File: config.mk
export PLATFORM = sky130hd
export DESIGN_NAME = alu_apb_top
export DESIGN_NICKNAME = d
export VERILOG_FILES = /design/src/logic/alu_pkg.sv /design/src/logic/alu_apb_regs.sv /design/src/logic/alu_core.sv /design/src/logic/alu_result_latch.sv /design/src/logic/alu_apb_top.sv
export SDC_FILE = /design/constraint.sdc
export NUM_CORES = 1
export LEC_CHECK = 0
export BUFFER_PORTS_ARGS = -buffer_cell sky130_fd_sc_hd__buf_2
export CAP_MARGIN = 10
export CORE_MARGIN = 2
export CORE_UTILIZATION = 40
export CTS_BUF_LIST = sky130_fd_sc_hd__clkbuf_4
export DETAILED_ROUTE_END_ITERATION = 12
export GPL_ROUTABILITY_DRIVEN = 1
export PLACE_DENSITY = 0.65
export RECOVER_POWER = 50
export SKIP_LAST_GASP = 1
export SLEW_MARGIN = 20
export SYNTH_ARGS = -nofsm -noshare
export SYNTH_HDL_FRONTEND = slang
export SYNTH_HIERARCHICAL = 1
export SYNTH_SLANG_ARGS = --single-unit
File: constraint.sdc
create_clock -name clk -period 9.8 [get_ports clk]
set_clock_uncertainty 0.1 [all_clocks]
set_input_delay 1.47 -clock clk [delete_from_list [all_inputs] [get_ports clk]]
set_output_delay 1.47 -clock clk [all_outputs]
set_load 0.05 [all_outputs]
File: src/logic/alu_pkg.sv
// ALU coprocessor shared definitions

package alu_pkg;

    localparam int DATA_W = 32;

    typedef logic [DATA_W-1:0] data_t;  // operand or result word
    typedef logic [2:0]        width_t; // one-hot: byte, word, long
    typedef logic [7:0]        flags_t; // S Z 0 H 0 V N C
    typedef logic [4:0]        paddr_t; // apb byte address

    typedef enum logic [5:0] {
        ALU_MOVE = 6'd0,
        ALU_ADD  = 6'd1,
        ALU_ADC  = 6'd2,
        ALU_SUB  = 6'd3,
        ALU_SBC  = 6'd4,
        ALU_CP   = 6'd5,
        ALU_AND  = 6'd6,
        ALU_OR   = 6'd7,
        ALU_XOR  = 6'd8,
        ALU_CPL  = 6'd9,
        ALU_CCF  = 6'd10,
        ALU_DJNZ = 6'd11,
        ALU_EXTS = 6'd12,
        ALU_EXTZ = 6'd13,
        ALU_BS1F = 6'd14,
        ALU_BS1B = 6'd15
    } alu_op_t;

    localparam width_t W_BYTE = 3'b001;
    localparam width_t W_WORD = 3'b010;
    localparam width_t W_LONG = 3'b100;

    // flag byte bit positions
    localparam int FLAG_S = 7;
    localparam int FLAG_Z = 6;
    localparam int FLAG_H = 4;
    localparam int FLAG_V = 2; // overflow or parity
    localparam int FLAG_N = 1;
    localparam int FLAG_C = 0;

    // register map
    localparam paddr_t REG_OP0    = 5'h00;
    localparam paddr_t REG_OP1    = 5'h04;
    localparam paddr_t REG_IMM    = 5'h08;
    localparam paddr_t REG_CMD    = 5'h0C;
    localparam paddr_t REG_RESULT = 5'h10;
    localparam paddr_t REG_STATUS = 5'h14;

    // command word fields
    localparam int CMD_SEL_LSB   = 0;
    localparam int CMD_SEL_MSB   = 5;
    localparam int CMD_WIDTH_LSB = 8;
    localparam int CMD_WIDTH_MSB = 10;
    localparam int CMD_SEL_IMM   = 12;
    localparam int CMD_FLAG_ONLY = 13;

    // status word fields
    localparam int STAT_FLAGS_LSB = 0;
    localparam int STAT_FLAGS_MSB = 7;
    localparam int STAT_DJNZ      = 8;
    localparam int STAT_DONE      = 16;

endpackage

File: src/logic/alu_apb_regs.sv
// ALU coprocessor APB register block

`timescale 1ns/1ps

module alu_apb_regs (
    input  logic             clk,
    input  logic             rst,
    input  logic             psel,
    input  logic             penable,
    input  logic             pwrite,
    input  alu_pkg::paddr_t  paddr,
    input  alu_pkg::data_t   pwdata,
    output alu_pkg::data_t   prdata,
    output logic             pready,
    output logic             pslverr,
    input  alu_pkg::data_t   result,
    input  alu_pkg::flags_t  status_flags,
    input  logic             status_djnz,
    input  logic             done,
    output alu_pkg::data_t   op0,
    output alu_pkg::data_t   op1,
    output alu_pkg::data_t   imm,
    output alu_pkg::alu_op_t sel,
    output logic             sel_imm,
    output alu_pkg::width_t  width,
    output logic             flag_only,
    output logic             issue
);

    import alu_pkg::*;

    logic  access;
    logic  addr_ok;
    logic  ro_hit;
    logic  cmd_hit;
    logic  cmd_ok;
    logic  err;
    logic  wr_ok;
    data_t cmd_q;   // last accepted command word
    data_t status;

    assign access  = psel & penable;
    assign addr_ok = paddr inside {REG_OP0, REG_OP1, REG_IMM, REG_CMD, REG_RESULT, REG_STATUS};
    assign ro_hit  = (paddr == REG_RESULT) || (paddr == REG_STATUS);
    assign cmd_hit = paddr == REG_CMD;

    // only kept opcodes and a one-hot width may start the ALU
    assign cmd_ok = (pwdata[CMD_SEL_MSB:CMD_SEL_LSB] inside {
                        ALU_MOVE, ALU_ADD, ALU_ADC, ALU_SUB, ALU_SBC, ALU_CP,
                        ALU_AND, ALU_OR, ALU_XOR, ALU_CPL, ALU_CCF, ALU_DJNZ,
                        ALU_EXTS, ALU_EXTZ, ALU_BS1F, ALU_BS1B})
                    && $onehot(pwdata[CMD_WIDTH_MSB:CMD_WIDTH_LSB]);

    assign err = access & (~addr_ok | (pwrite & ro_hit) | (pwrite & cmd_hit & ~cmd_ok));
    assign wr_ok = access & pwrite & ~err;

    assign pready  = 1'b1; // no wait states
    assign pslverr = err;

    // operand registers
    always_ff @(posedge clk) begin
        if (wr_ok && paddr == REG_OP0) op0 <= pwdata;
        if (wr_ok && paddr == REG_OP1) op1 <= pwdata;
        if (wr_ok && paddr == REG_IMM) imm <= pwdata;
    end

    always_ff @(posedge clk or posedge rst) begin
        if (rst) begin
            cmd_q <= '0;
            issue <= 1'b0;
        end else begin
            issue <= wr_ok & cmd_hit; // one cycle after the access
            if (wr_ok && cmd_hit) begin
                cmd_q <= pwdata;
            end
        end
    end

    assign sel       = alu_op_t'(cmd_q[CMD_SEL_MSB:CMD_SEL_LSB]);
    assign width     = cmd_q[CMD_WIDTH_MSB:CMD_WIDTH_LSB];
    assign sel_imm   = cmd_q[CMD_SEL_IMM];
    assign flag_only = cmd_q[CMD_FLAG_ONLY];

    always_comb begin
        status = '0;
        status[STAT_FLAGS_MSB:STAT_FLAGS_LSB] = status_flags;
        status[STAT_DJNZ] = status_djnz;
        status[STAT_DONE] = done;
    end

    // read mux
    always_comb begin
        case (paddr)
            REG_OP0:    prdata = op0;
            REG_OP1:    prdata = op1;
            REG_IMM:    prdata = imm;
            REG_CMD:    prdata = cmd_q;
            REG_RESULT: prdata = result;
            REG_STATUS: prdata = status;
            default:    prdata = '0;
        endcase
    end

endmodule

File: src/logic/alu_core.sv
// Width-aware 32-bit ALU

`timescale 1ns/1ps

module alu_core (
    input  logic             clk,
    input  logic             rst,
    input  logic             issue,
    input  alu_pkg::data_t   op0,       // destination
    input  alu_pkg::data_t   op1,       // source
    input  alu_pkg::data_t   imm,       // alternative source
    input  alu_pkg::alu_op_t sel,
    input  logic             sel_imm,
    input  alu_pkg::width_t  width,
    input  logic             flag_only,
    output alu_pkg::data_t   dout,
    output alu_pkg::flags_t  flags,
    output logic             djnz,
    output logic             result_we,
    output logic             flag_we
);

    import alu_pkg::*;

    data_t       op2;
    data_t       rslt;
    data_t       sum;
    flags_t      nx_flags;
    logic        nx_djnz;
    logic        is_sub;
    logic        cin;
    logic        hc;
    logic [2:0]  cc;      // carries out of bits 7, 15, 31
    logic [32:0] ext_a;
    logic [32:0] ext_b;
    logic [32:0] ext_r;

    function automatic logic msb_at(data_t x, width_t w);
        case (w)
            W_BYTE:  return x[7];
            W_WORD:  return x[15];
            default: return x[31];
        endcase
    endfunction

    function automatic logic zero_at(data_t x, width_t w);
        case (w)
            W_BYTE:  return x[7:0] == '0;
            W_WORD:  return x[15:0] == '0;
            default: return x == '0;
        endcase
    endfunction

    function automatic logic carry_at(logic [2:0] c, width_t w);
        case (w)
            W_BYTE:  return c[0];
            W_WORD:  return c[1];
            default: return c[2];
        endcase
    endfunction

    function automatic logic [32:0] sext(data_t x, width_t w);
        case (w)
            W_BYTE:  return {{25{x[7]}}, x[7:0]};
            W_WORD:  return {{17{x[15]}}, x[15:0]};
            default: return {x[31], x};
        endcase
    endfunction

    // even parity, 1 when the number of ones is even
    function automatic logic even_par(data_t x, width_t w);
        return (w == W_BYTE) ? ~^x[7:0] : ~^x[15:0];
    endfunction

    function automatic data_t scan_fwd(logic [15:0] x);
        data_t idx;
        idx = '0;
        for (int i = 15; i >= 0; i--) begin
            if (x[i]) idx = data_t'(i); // lowest set bit wins
        end
        return idx;
    endfunction

    function automatic data_t scan_back(logic [15:0] x);
        data_t idx;
        idx = '0;
        for (int i = 0; i < 16; i++) begin
            if (x[i]) idx = data_t'(i); // highest set bit wins
        end
        return idx;
    endfunction

    assign op2    = sel_imm ? imm : op1;
    assign is_sub = sel inside {ALU_SUB, ALU_SBC, ALU_CP};
    assign cin    = (sel == ALU_ADC || sel == ALU_SBC) ? flags[FLAG_C] : 1'b0;
    assign ext_a  = sext(op0, width);
    assign ext_b  = sext(op2, width);

    always_comb begin
        rslt     = dout;  // untouched bits hold
        nx_flags = flags;
        nx_djnz  = djnz;
        sum      = '0;
        hc       = 1'b0;
        cc       = '0;
        ext_r    = '0;
        case (sel)
            ALU_MOVE: rslt = op2;
            ALU_ADD, ALU_ADC, ALU_SUB, ALU_SBC, ALU_CP: begin
                // nibble and byte chain gives half carry and width carries
                if (is_sub) begin
                    {hc, sum[3:0]}     = {1'b0, op0[3:0]} - {1'b0, op2[3:0]} - {4'd0, cin};
                    {cc[0], sum[7:4]}  = {1'b0, op0[7:4]} - {1'b0, op2[7:4]} - {4'd0, hc};
                    {cc[1], sum[15:8]} = {1'b0, op0[15:8]} - {1'b0, op2[15:8]} - {8'd0, cc[0]};
                    {cc[2], sum[31:16]} = {1'b0, op0[31:16]} - {1'b0, op2[31:16]}
                                          - {16'd0, cc[1]};
                    ext_r = ext_a - ext_b - {32'd0, cin};
                end else begin
                    {hc, sum[3:0]}     = {1'b0, op0[3:0]} + {1'b0, op2[3:0]} + {4'd0, cin};
                    {cc[0], sum[7:4]}  = {1'b0, op0[7:4]} + {1'b0, op2[7:4]} + {4'd0, hc};
                    {cc[1], sum[15:8]} = {1'b0, op0[15:8]} + {1'b0, op2[15:8]} + {8'd0, cc[0]};
                    {cc[2], sum[31:16]} = {1'b0, op0[31:16]} + {1'b0, op2[31:16]}
                                          + {16'd0, cc[1]};
                    ext_r = ext_a + ext_b + {32'd0, cin};
                end
                if (sel != ALU_CP) rslt = sum; // compare only sets flags
                nx_flags[FLAG_S] = msb_at(sum, width);
                nx_flags[FLAG_Z] = zero_at(sum, width);
                nx_flags[FLAG_H] = hc;
                nx_flags[FLAG_V] = ext_r[32] ^ msb_at(sum, width);
                nx_flags[FLAG_N] = is_sub;
                nx_flags[FLAG_C] = carry_at(cc, width);
            end
            ALU_AND, ALU_OR, ALU_XOR: begin
                if (sel == ALU_AND) rslt = op0 & op2;
                else if (sel == ALU_OR) rslt = op0 | op2;
                else rslt = op0 ^ op2;
                nx_flags[FLAG_S] = msb_at(rslt, width);
                nx_flags[FLAG_Z] = zero_at(rslt, width);
                nx_flags[FLAG_H] = sel == ALU_AND;
                nx_flags[FLAG_V] = even_par(rslt, width);
                nx_flags[FLAG_N] = 1'b0;
                nx_flags[FLAG_C] = 1'b0;
            end
            ALU_CPL: begin
                rslt = ~op2;
                nx_flags[FLAG_H] = 1'b1;
                nx_flags[FLAG_N] = 1'b1;
            end
            ALU_CCF: begin
                nx_flags[FLAG_C] = ~flags[FLAG_C];
                nx_flags[FLAG_N] = 1'b0;
            end
            ALU_DJNZ: begin
                if (width == W_BYTE) begin
                    rslt[7:0] = op0[7:0] - 8'd1;
                    nx_djnz   = rslt[7:0] == '0;
                end else begin
                    rslt[15:0] = op0[15:0] - 16'd1;
                    nx_djnz    = rslt[15:0] == '0;
                end
            end
            ALU_EXTS: begin
                if (width == W_WORD) rslt[15:0] = {{8{op0[7]}}, op0[7:0]};
                else if (width == W_LONG) rslt = {{16{op0[15]}}, op0[15:0]};
            end
            ALU_EXTZ: begin
                if (width == W_WORD) rslt[15:0] = {8'd0, op0[7:0]};
                else if (width == W_LONG) rslt = {16'd0, op0[15:0]};
            end
            ALU_BS1F: begin
                rslt = scan_fwd(op1[15:0]);
                nx_flags[FLAG_V] = op1[15:0] == '0;
            end
            ALU_BS1B: begin
                rslt = scan_back(op1[15:0]);
                nx_flags[FLAG_V] = op1[15:0] == '0;
            end
            default: ;
        endcase
    end

    always_ff @(posedge clk or posedge rst) begin
        if (rst) begin
            dout      <= '0;
            flags     <= '0;
            djnz      <= 1'b0;
            result_we <= 1'b0;
            flag_we   <= 1'b0;
        end else begin
            result_we <= issue & ~flag_only;
            flag_we   <= issue;
            if (issue) begin
                flags <= nx_flags;
                djnz  <= nx_djnz;
                if (!flag_only) dout <= rslt;
            end
        end
    end

    // register block only issues checked commands
    a_width_onehot: assert property (@(posedge clk) disable iff (rst)
        issue |-> $onehot(width));

endmodule

File: src/logic/alu_result_latch.sv
// ALU result and status holding registers

`timescale 1ns/1ps

module alu_result_latch (
    input  logic            clk,
    input  logic            rst,
    input  logic            issue,
    input  logic            result_we,
    input  logic            flag_we,
    input  alu_pkg::data_t  dout,
    input  alu_pkg::flags_t flags,
    input  logic            djnz,
    output alu_pkg::data_t  result,
    output alu_pkg::flags_t status_flags,
    output logic            status_djnz,
    output logic            done
);

    import alu_pkg::*;

    logic busy; // a command is in the core pipeline

    always_ff @(posedge clk or posedge rst) begin
        if (rst) begin
            result       <= '0;
            status_flags <= '0;
            status_djnz  <= 1'b0;
        end else begin
            if (result_we) result <= dout;
            if (flag_we) begin
                status_flags <= flags;
                status_djnz  <= djnz;
            end
        end
    end

    // a new issue overrides the write-back of the previous one
    always_ff @(posedge clk or posedge rst) begin
        if (rst) begin
            done <= 1'b0;
            busy <= 1'b0;
        end else if (issue) begin
            done <= 1'b0;
            busy <= 1'b1;
        end else if (flag_we) begin
            done <= 1'b1;
            busy <= 1'b0;
        end
    end

    // write-back always belongs to an earlier issue
    a_wb_outstanding: assert property (@(posedge clk) disable iff (rst)
        (issue && flag_we && !done) |-> busy);

    // core never writes a result without its flags
    a_result_with_flags: assert property (@(posedge clk) disable iff (rst)
        $rose(result_we) |-> flag_we);

endmodule

File: src/logic/alu_apb_top.sv
// APB ALU coprocessor top level

`timescale 1ns/1ps

module alu_apb_top (
    input  logic            clk,
    input  logic            rst,
    input  logic            psel,
    input  logic            penable,
    input  logic            pwrite,
    input  alu_pkg::paddr_t paddr,
    input  alu_pkg::data_t  pwdata,
    output alu_pkg::data_t  prdata,
    output logic            pready,
    output logic            pslverr
);

    import alu_pkg::*;

    data_t   op0;
    data_t   op1;
    data_t   imm;
    alu_op_t sel;
    logic    sel_imm;
    width_t  width;
    logic    flag_only;
    logic    issue;
    data_t   dout;
    flags_t  flags;
    logic    djnz;
    logic    result_we;
    logic    flag_we;
    data_t   result;
    flags_t  status_flags;
    logic    status_djnz;
    logic    done;

    alu_apb_regs u_regs (
        .clk, .rst, .psel, .penable, .pwrite, .paddr, .pwdata,
        .prdata, .pready, .pslverr,
        .result, .status_flags, .status_djnz, .done,
        .op0, .op1, .imm, .sel, .sel_imm, .width, .flag_only, .issue
    );

    alu_core u_core (
        .clk, .rst, .issue, .op0, .op1, .imm, .sel, .sel_imm, .width, .flag_only,
        .dout, .flags, .djnz, .result_we, .flag_we
    );

    alu_result_latch u_latch (
        .clk, .rst, .issue, .result_we, .flag_we, .dout, .flags, .djnz,
        .result, .status_flags, .status_djnz, .done
    );

endmodule

After elaboration in Yosys (flattened, before gate mapping)
Cells that the tools add are included.
- memory bits (read-only): 0
- bits in registers: 210
- memory bits (writable): 0
- memories kept: 0
- latch bits: 0
- word-level logic and storage cells: 229
- output and inout port bits: 34
- add/subtract/negate cells: 24
- bitwise operators: 21
- magnitude comparators: 0
- div/mod/pow operators: 0
- eq/ne operators: 48
- multipliers: 0
- muxes and demuxes: 71
- reduce and logical (&&, ||, !) cells: 45
- shifts and indexed selects: 0
- operator list (kind ; count):
    32-bit 2-to-1 mux ; 11
    32-bit case mux with 6 select lines ; 1
    16-bit case mux with 9 select lines ; 1
    33-bit case mux with 2 select lines ; 2
    16-bit case mux with 8 select lines ; 1
    6-bit by 4-bit equality test with 1-bit output (second input constant) ; 16
    4-bit 2-to-1 mux ; 22
    33-bit 2-to-1 mux ; 2
    16-bit zero test ; 4
    32-bit zero test ; 2
    16-bit 2-to-1 mux ; 4
    6-bit by 3-bit equality test with 1-bit output (second input constant) ; 8
    33-bit by 1-bit adder with 33-bit output ; 1
    33-bit adder ; 1
    33-bit by 1-bit subtractor with 33-bit output ; 1
    33-bit subtractor ; 1
    32-bit AND ; 1
    32-bit inverter ; 1
    32-bit bitwise OR ; 1
    32-bit bitwise XOR ; 1
    6-bit by 2-bit equality test with 1-bit output (second input constant) ; 4
    8-bit zero test ; 3
    16-bit by 16-bit adder with 17-bit output ; 1
    17-bit by 1-bit adder with 17-bit output ; 1
    57 further kinds ; 118

Depth between registers and ports, before layout
- depth in word-level cells: 17
- mapped depth: 41
- mapped depth without buffers: 38

Modules after synthesis
Netlist, hierarchy kept.
- by module, submodules not included (module ; sequential area each (um^2) ; area an instance (um^2) ; cells each ; times used):
    alu_core ; 1026.0 ; 11043.1 ; 1527 ; 1
    alu_apb_regs ; 3708.6 ; 5861.9 ; 335 ; 1
    alu_result_latch ; 1051.0 ; 1715.4 ; 90 ; 1

Least setup slack after synthesis
No wires, ideal clock.
- path type: flip-flop to flip-flop
- start point: register u_regs.cmd_q[12]
- end point: register u_core.flags[0]
- period minus slack after synthesis: 8.324 ns
- arrival time: 8.098 ns
- data required time: 9.573 ns
- stages on the path, launching flop included: 40
- setup slack: 1.476 ns
- cell sequence: dfrtp_1 -> clkbuf_1 -> buf_2 -> mux2i_1 -> inv_1 -> fa_1 -> inv_1 -> fa_1 -> o21a_1 -> nor2_1 -> xnor2_1 -> fa_1 -> inv_1 -> ha_1 -> nor2_1 -> fa_1 -> nand2b_1 -> a21oi_1 -> [4 not listed] -> a21oi_1 -> o21ai_1 -> a31oi_1 -> xor2_1 -> fa_1 -> inv_1 -> ha_1 -> or2_2 -> fa_1 -> o211ai_1 -> a21oi_1 -> o31ai_1 -> o211ai_1 -> a2111oi_0 -> nor3_1 -> xnor2_1 -> nor3_1 -> o21ai_1
- longest elaborated chain between the ends: 9
- RTL lines (element ; RTL line ; RTL):
    start: declaration ; alu_apb_regs.sv:39 ; data_t cmd_q;
    start signal: assignment ; alu_apb_regs.sv:74 ; cmd_q <= pwdata;
    32-bit 2-to-1 mux (*) ; alu_core.sv:93 ; assign op2 = sel_imm ? imm : op1;
    4-bit by 4-bit adder with 5-bit output / 4-bit by 4-bit subtractor with 5-bit output (equally long branches) ; alu_core.sv:119, alu_core.sv:112 ;
    5-bit by 1-bit adder with 5-bit output / 5-bit by 1-bit subtractor with 5-bit output (equally long branches) ; alu_core.sv:119, alu_core.sv:112 ;
    5-bit by 1-bit adder with 5-bit output / 5-bit by 1-bit subtractor with 5-bit output (equally long branches) ; alu_core.sv:120, alu_core.sv:113 ;
    9-bit by 1-bit adder with 9-bit output / 9-bit by 1-bit subtractor with 9-bit output (equally long branches) ; alu_core.sv:121, alu_core.sv:114 ;
    17-bit by 1-bit adder with 17-bit output / 17-bit by 1-bit subtractor with 17-bit output (equally long branches) ; alu_core.sv:123, alu_core.sv:116 ;
    3-bit 2-to-1 mux (*) ; alu_core.sv:111 ; if (is_sub) begin
    1-bit case mux with 2 select lines (*) ; alu_core.sv:55 ; case (w)
    1-bit case mux with 3 select lines (*) ; alu_core.sv:107 ; case (sel)
    end signal: assignment ; alu_core.sv:194 ; flags <= nx_flags;
    end: declaration ; alu_core.sv:17 ; output alu_pkg::flags_t flags,
Every way passes the cells marked *; elsewhere a longest branch is shown, timed or not.
A chain may end at the register's enable or synchronous reset.

Worst setup path in the final report
- start point: register u_regs.cmd_q[5]
- end point: register u_core.flags[0]
- longest elaborated chain between the ends: 10
- RTL lines (element ; RTL line ; RTL):
    6-bit by 2-bit equality test with 1-bit output / 6-bit by 3-bit equality test with 1-bit output (equally long branches) ; alu_core.sv:95, alu_core.sv:107, alu_core.sv:94 ;
    1-bit logical OR ; alu_core.sv:95 ; assign cin = (sel == ALU_ADC || sel == ALU_SBC) ? flags[FLAG_C] : 1'b0;
    1-bit 2-to-1 mux ; alu_core.sv:95 ;
    5-bit by 1-bit adder with 5-bit output / 5-bit by 1-bit subtractor with 5-bit output (equally long branches) ; alu_core.sv:119, alu_core.sv:112 ;
    5-bit by 1-bit adder with 5-bit output / 5-bit by 1-bit subtractor with 5-bit output (equally long branches) ; alu_core.sv:120, alu_core.sv:113 ;
    9-bit by 1-bit adder with 9-bit output / 9-bit by 1-bit subtractor with 9-bit output (equally long branches) ; alu_core.sv:121, alu_core.sv:114 ;
    17-bit by 1-bit adder with 17-bit output / 17-bit by 1-bit subtractor with 17-bit output (equally long branches) ; alu_core.sv:123, alu_core.sv:116 ;
    3-bit 2-to-1 mux ; alu_core.sv:111 ;
    1-bit case mux with 2 select lines ; alu_core.sv:55 ;
    1-bit case mux with 3 select lines ; alu_core.sv:107 ;
Parallel ways exist; a longest one is shown, timed or not.

==> results.toml <==
[synth]
yosys_warnings = 6
yosysMostFrequentCell = "ha_1"
synth.area.top_cells = "dfrtp_1 16%, edfxtp_1 15%, ha_1 14%"
synth_area_um2 = 18620
post_synth.cell_area_avg_um2 = 9.539
yosysTopAreaCellShare_pct = 15.59
synthCells = 1952
synth.yosys.seq_area_share_pct = 31.07
yosysTopAreaCell = "dfrtp_1"
synth_edf_count = 96
synthFlopType = "dfrtp_1"
ys_async_sr_fraction_pct = 54.72
synth_commonest_cells = "205 x ha_1, 175 x inv_1, 143 x a21oi_1"
synth-seq-cells = 212
synth_cell_type_count = 95

[worst_hold_path]
hold_depth = 1
holdCritPathClass = "reg2reg"

[floorplanning]
core_um2 = 46260
fp.dieH_um = 219.8
die_area_um2 = 48290
rows = 79
num_io_pins = 76
start_util_pct = 40.25
die_w_um = 219.8

[clocking]
cts_root_buffer = "clkbuf_4"
cts_hold_buf = 0
path_clk_slew_ns = 0.07
clk_latency_ns = 0.75
cts_sinks = 212
post_cts_buffers = 0
cts_buffers = 51
post_cts_resized = 0
cts_max_path_buffers = 3
h-tree-depth = 2
cts_tree = "done"

[timing]
worst_pin_slew_ns = 3.108
fin_crit_ns = 9.113
finalSetupViolCount = 0
relSlewSlack_pct = -107.2
timing.setup.tns_ns = 0
drv_slew = 119
fmax_mhz = 109.7
rsz0062_at_grt = "no"
period_share_pct = 92.99
fin_ws_ns = 0.6866
hold_viol = 0

[grt]
antenna_found_initial = 4
grt_max_degree = 43
grt_util_all_layers_pct = 25.48
overflow = 0
grt_pass1_wl_um = 94190
grt_pass1_vias = 15650

[status]
status = "finished with violations"
violations = "capacitance limit, slew limit"

[route]
dr.pass1.iters = 8
wl_per_cell_um = 23.32
final_antenna_net_count = 0
vias = 16130
first_iter_violations = 1595
vias_per_cell = 6.067
wirelength_um = 61990
drc = 0

[setup_path]
reg2reg_depth = 37
crit_type = "reg2reg"
cpPeakStageDelay_ns = 0.50
arrival_ns = 9.64
crit_slowest_cell = "fa_1"
cp_max_fo = 7
critPathCapture = "u_core/flags[0]$_DFFE_PP0P_"
rr_endpoint = "u_core/flags[0]$_DFFE_PP0P_"
rr_startpoint = "u_regs/cmd_q[5]$_DFFE_PP0P_"
startpoint = "u_regs/cmd_q[5]$_DFFE_PP0P_"
cp-start-kind = "register"
crit_path_end_kind = "register"
required_ns = 10.33
r2r_slack_ns = 0.69
cpMostUsedCell = "fa_1"

[placed_design]
port-buffer-count = 74
routabilityCongestion = 0.9812
place_ws_ns = 0.7118
dp_hpwl_um = 45950
placed_area_um2 = 19320

[power_and_ir_drop]
leakagePower_nw = 8.801
ir_drop_mv = 0.1088
p_total_w = 0.001872
power_density_nw_per_um2 = 94.01

[final_layout]
n_fill_cell = 4598
ff_latch_area_um2 = 5787
area_growth_pct = 6.935
multiInputGateArea_um2 = 11450
fin_area_um2 = 19910
final_layout_size_suffix_gt1_share_pct = 14.06
nets = 2270

[run]
cap_violations = 3
[worst max-delay path: cells and delay by family, from the launching register on]
| family | cells | cell delay, ns |
|---|---|---|
| DFF | 1 | 0.45 |
| adders and majority gates | 10 | 3.60 |
| buffers and inverters | 3 | 0.29 |
| and+or+nand+nor | 9 | 1.55 |
| AOI/OAI and AO/OA | 11 | 2.27 |
| xor gates and xnor gates | 4 | 0.78 |
[sequential cells by signal (all words and copies together), names as in the netlist, 6 cells and up]
register / flops
u_regs/cmd_q: 32
u_regs/op0: 32
u_regs/op1: 32
u_latch/result: 32
u_core/flags: 6
u_regs/imm: 32
u_core/dout: 32
u_latch/status_flags: 8
[routing by layer]
layer	wire, um	track usage, %	up-vias
met2	26810	38.29	837
li1	-	-	7287
met3	6201	4.734	134
met1	26770	36.19	7862
met5	35	0	-
met4	2176	9.732	6
[layout by cell type, fill, tap and decap left out, types with 21 or more instances in the layout]
cell type and n:
clkbuf_1 36, nor3_1 35, edfxtp_1 96, xnor2_1 44, o21ai_0 92, ha_1 205, mux2_4 60, buf_2 41
a221o_1 29, mux2_2 21, nand2_1 138, a211oi_1 37, inv_1 173, mux2i_1 44, a21o_1 23, a21oi_1 143
o211ai_1 27, clkbuf_4 71, nand4_1 27, nor2_1 127, buf_4 33, dfrtp_1 115, nand3_1 41
[area by class of cell]
type                    count  area share, %
multi-input cells        1456          57.50
flip-flops and latches    212          29.06
well taps                 607          3.814
inverters                 175          3.305
repair buffers            110          2.953
clock buffers              71          2.677
clock inverters            25         0.6661
diodes                      2        0.02514
[worst min path at each step]
stage / start / end
global placement: u_core/dout[2]$_DFFE_PP0P_ / u_core/dout[2]$_DFFE_PP0P_
floorplan: u_regs/issue$_DFF_PP0_ / u_core/flag_we$_DFF_PP0_
finish: u_core/dout[1]$_DFFE_PP0P_ / u_latch/result[1]$_DFFE_PP0P_
CTS: u_core/dout[22]$_DFFE_PP0P_ / u_core/dout[22]$_DFFE_PP0P_
global route: u_core/dout[1]$_DFFE_PP0P_ / u_latch/result[1]$_DFFE_PP0P_
detailed placement: u_core/dout[22]$_DFFE_PP0P_ / u_core/dout[22]$_DFFE_PP0P_
[cell families (layout without fill, tap and decap cells)]
group	Yosys count	count (layout)	share of synthesized area [%]
compound gates	545	545	20.02
simple gates	484	484	12.92
buf+inv	285	381	7.486
fa+ha+maj	222	222	15.60
flops	212	212	31.07
mux	148	148	10.33
xor+xnor	54	54	2.540
other cells	2	5	0.04033
[metrics by stage]
stage | hold WS (ns) | utilization (%) | std cells
after floorplan | 0.3270 | - | 1953
after global placement | 0.3657 | 41.76 | 2560
after detailed placement | 0.3605 | 41.76 | 2560
after CTS | 0.3750 | 43.20 | 2656
after global routing | 0.3936 | 43.04 | 2657
final | 0.3677 | 43.04 | 2658
[where the power goes]
group,internal [W],switching [W]
sequential,0.000934,0.00000421
clock,0.000366,0.000382
combinational,0.0000609,0.000125
No activity file was read; power rests on OpenSTA's default activity.
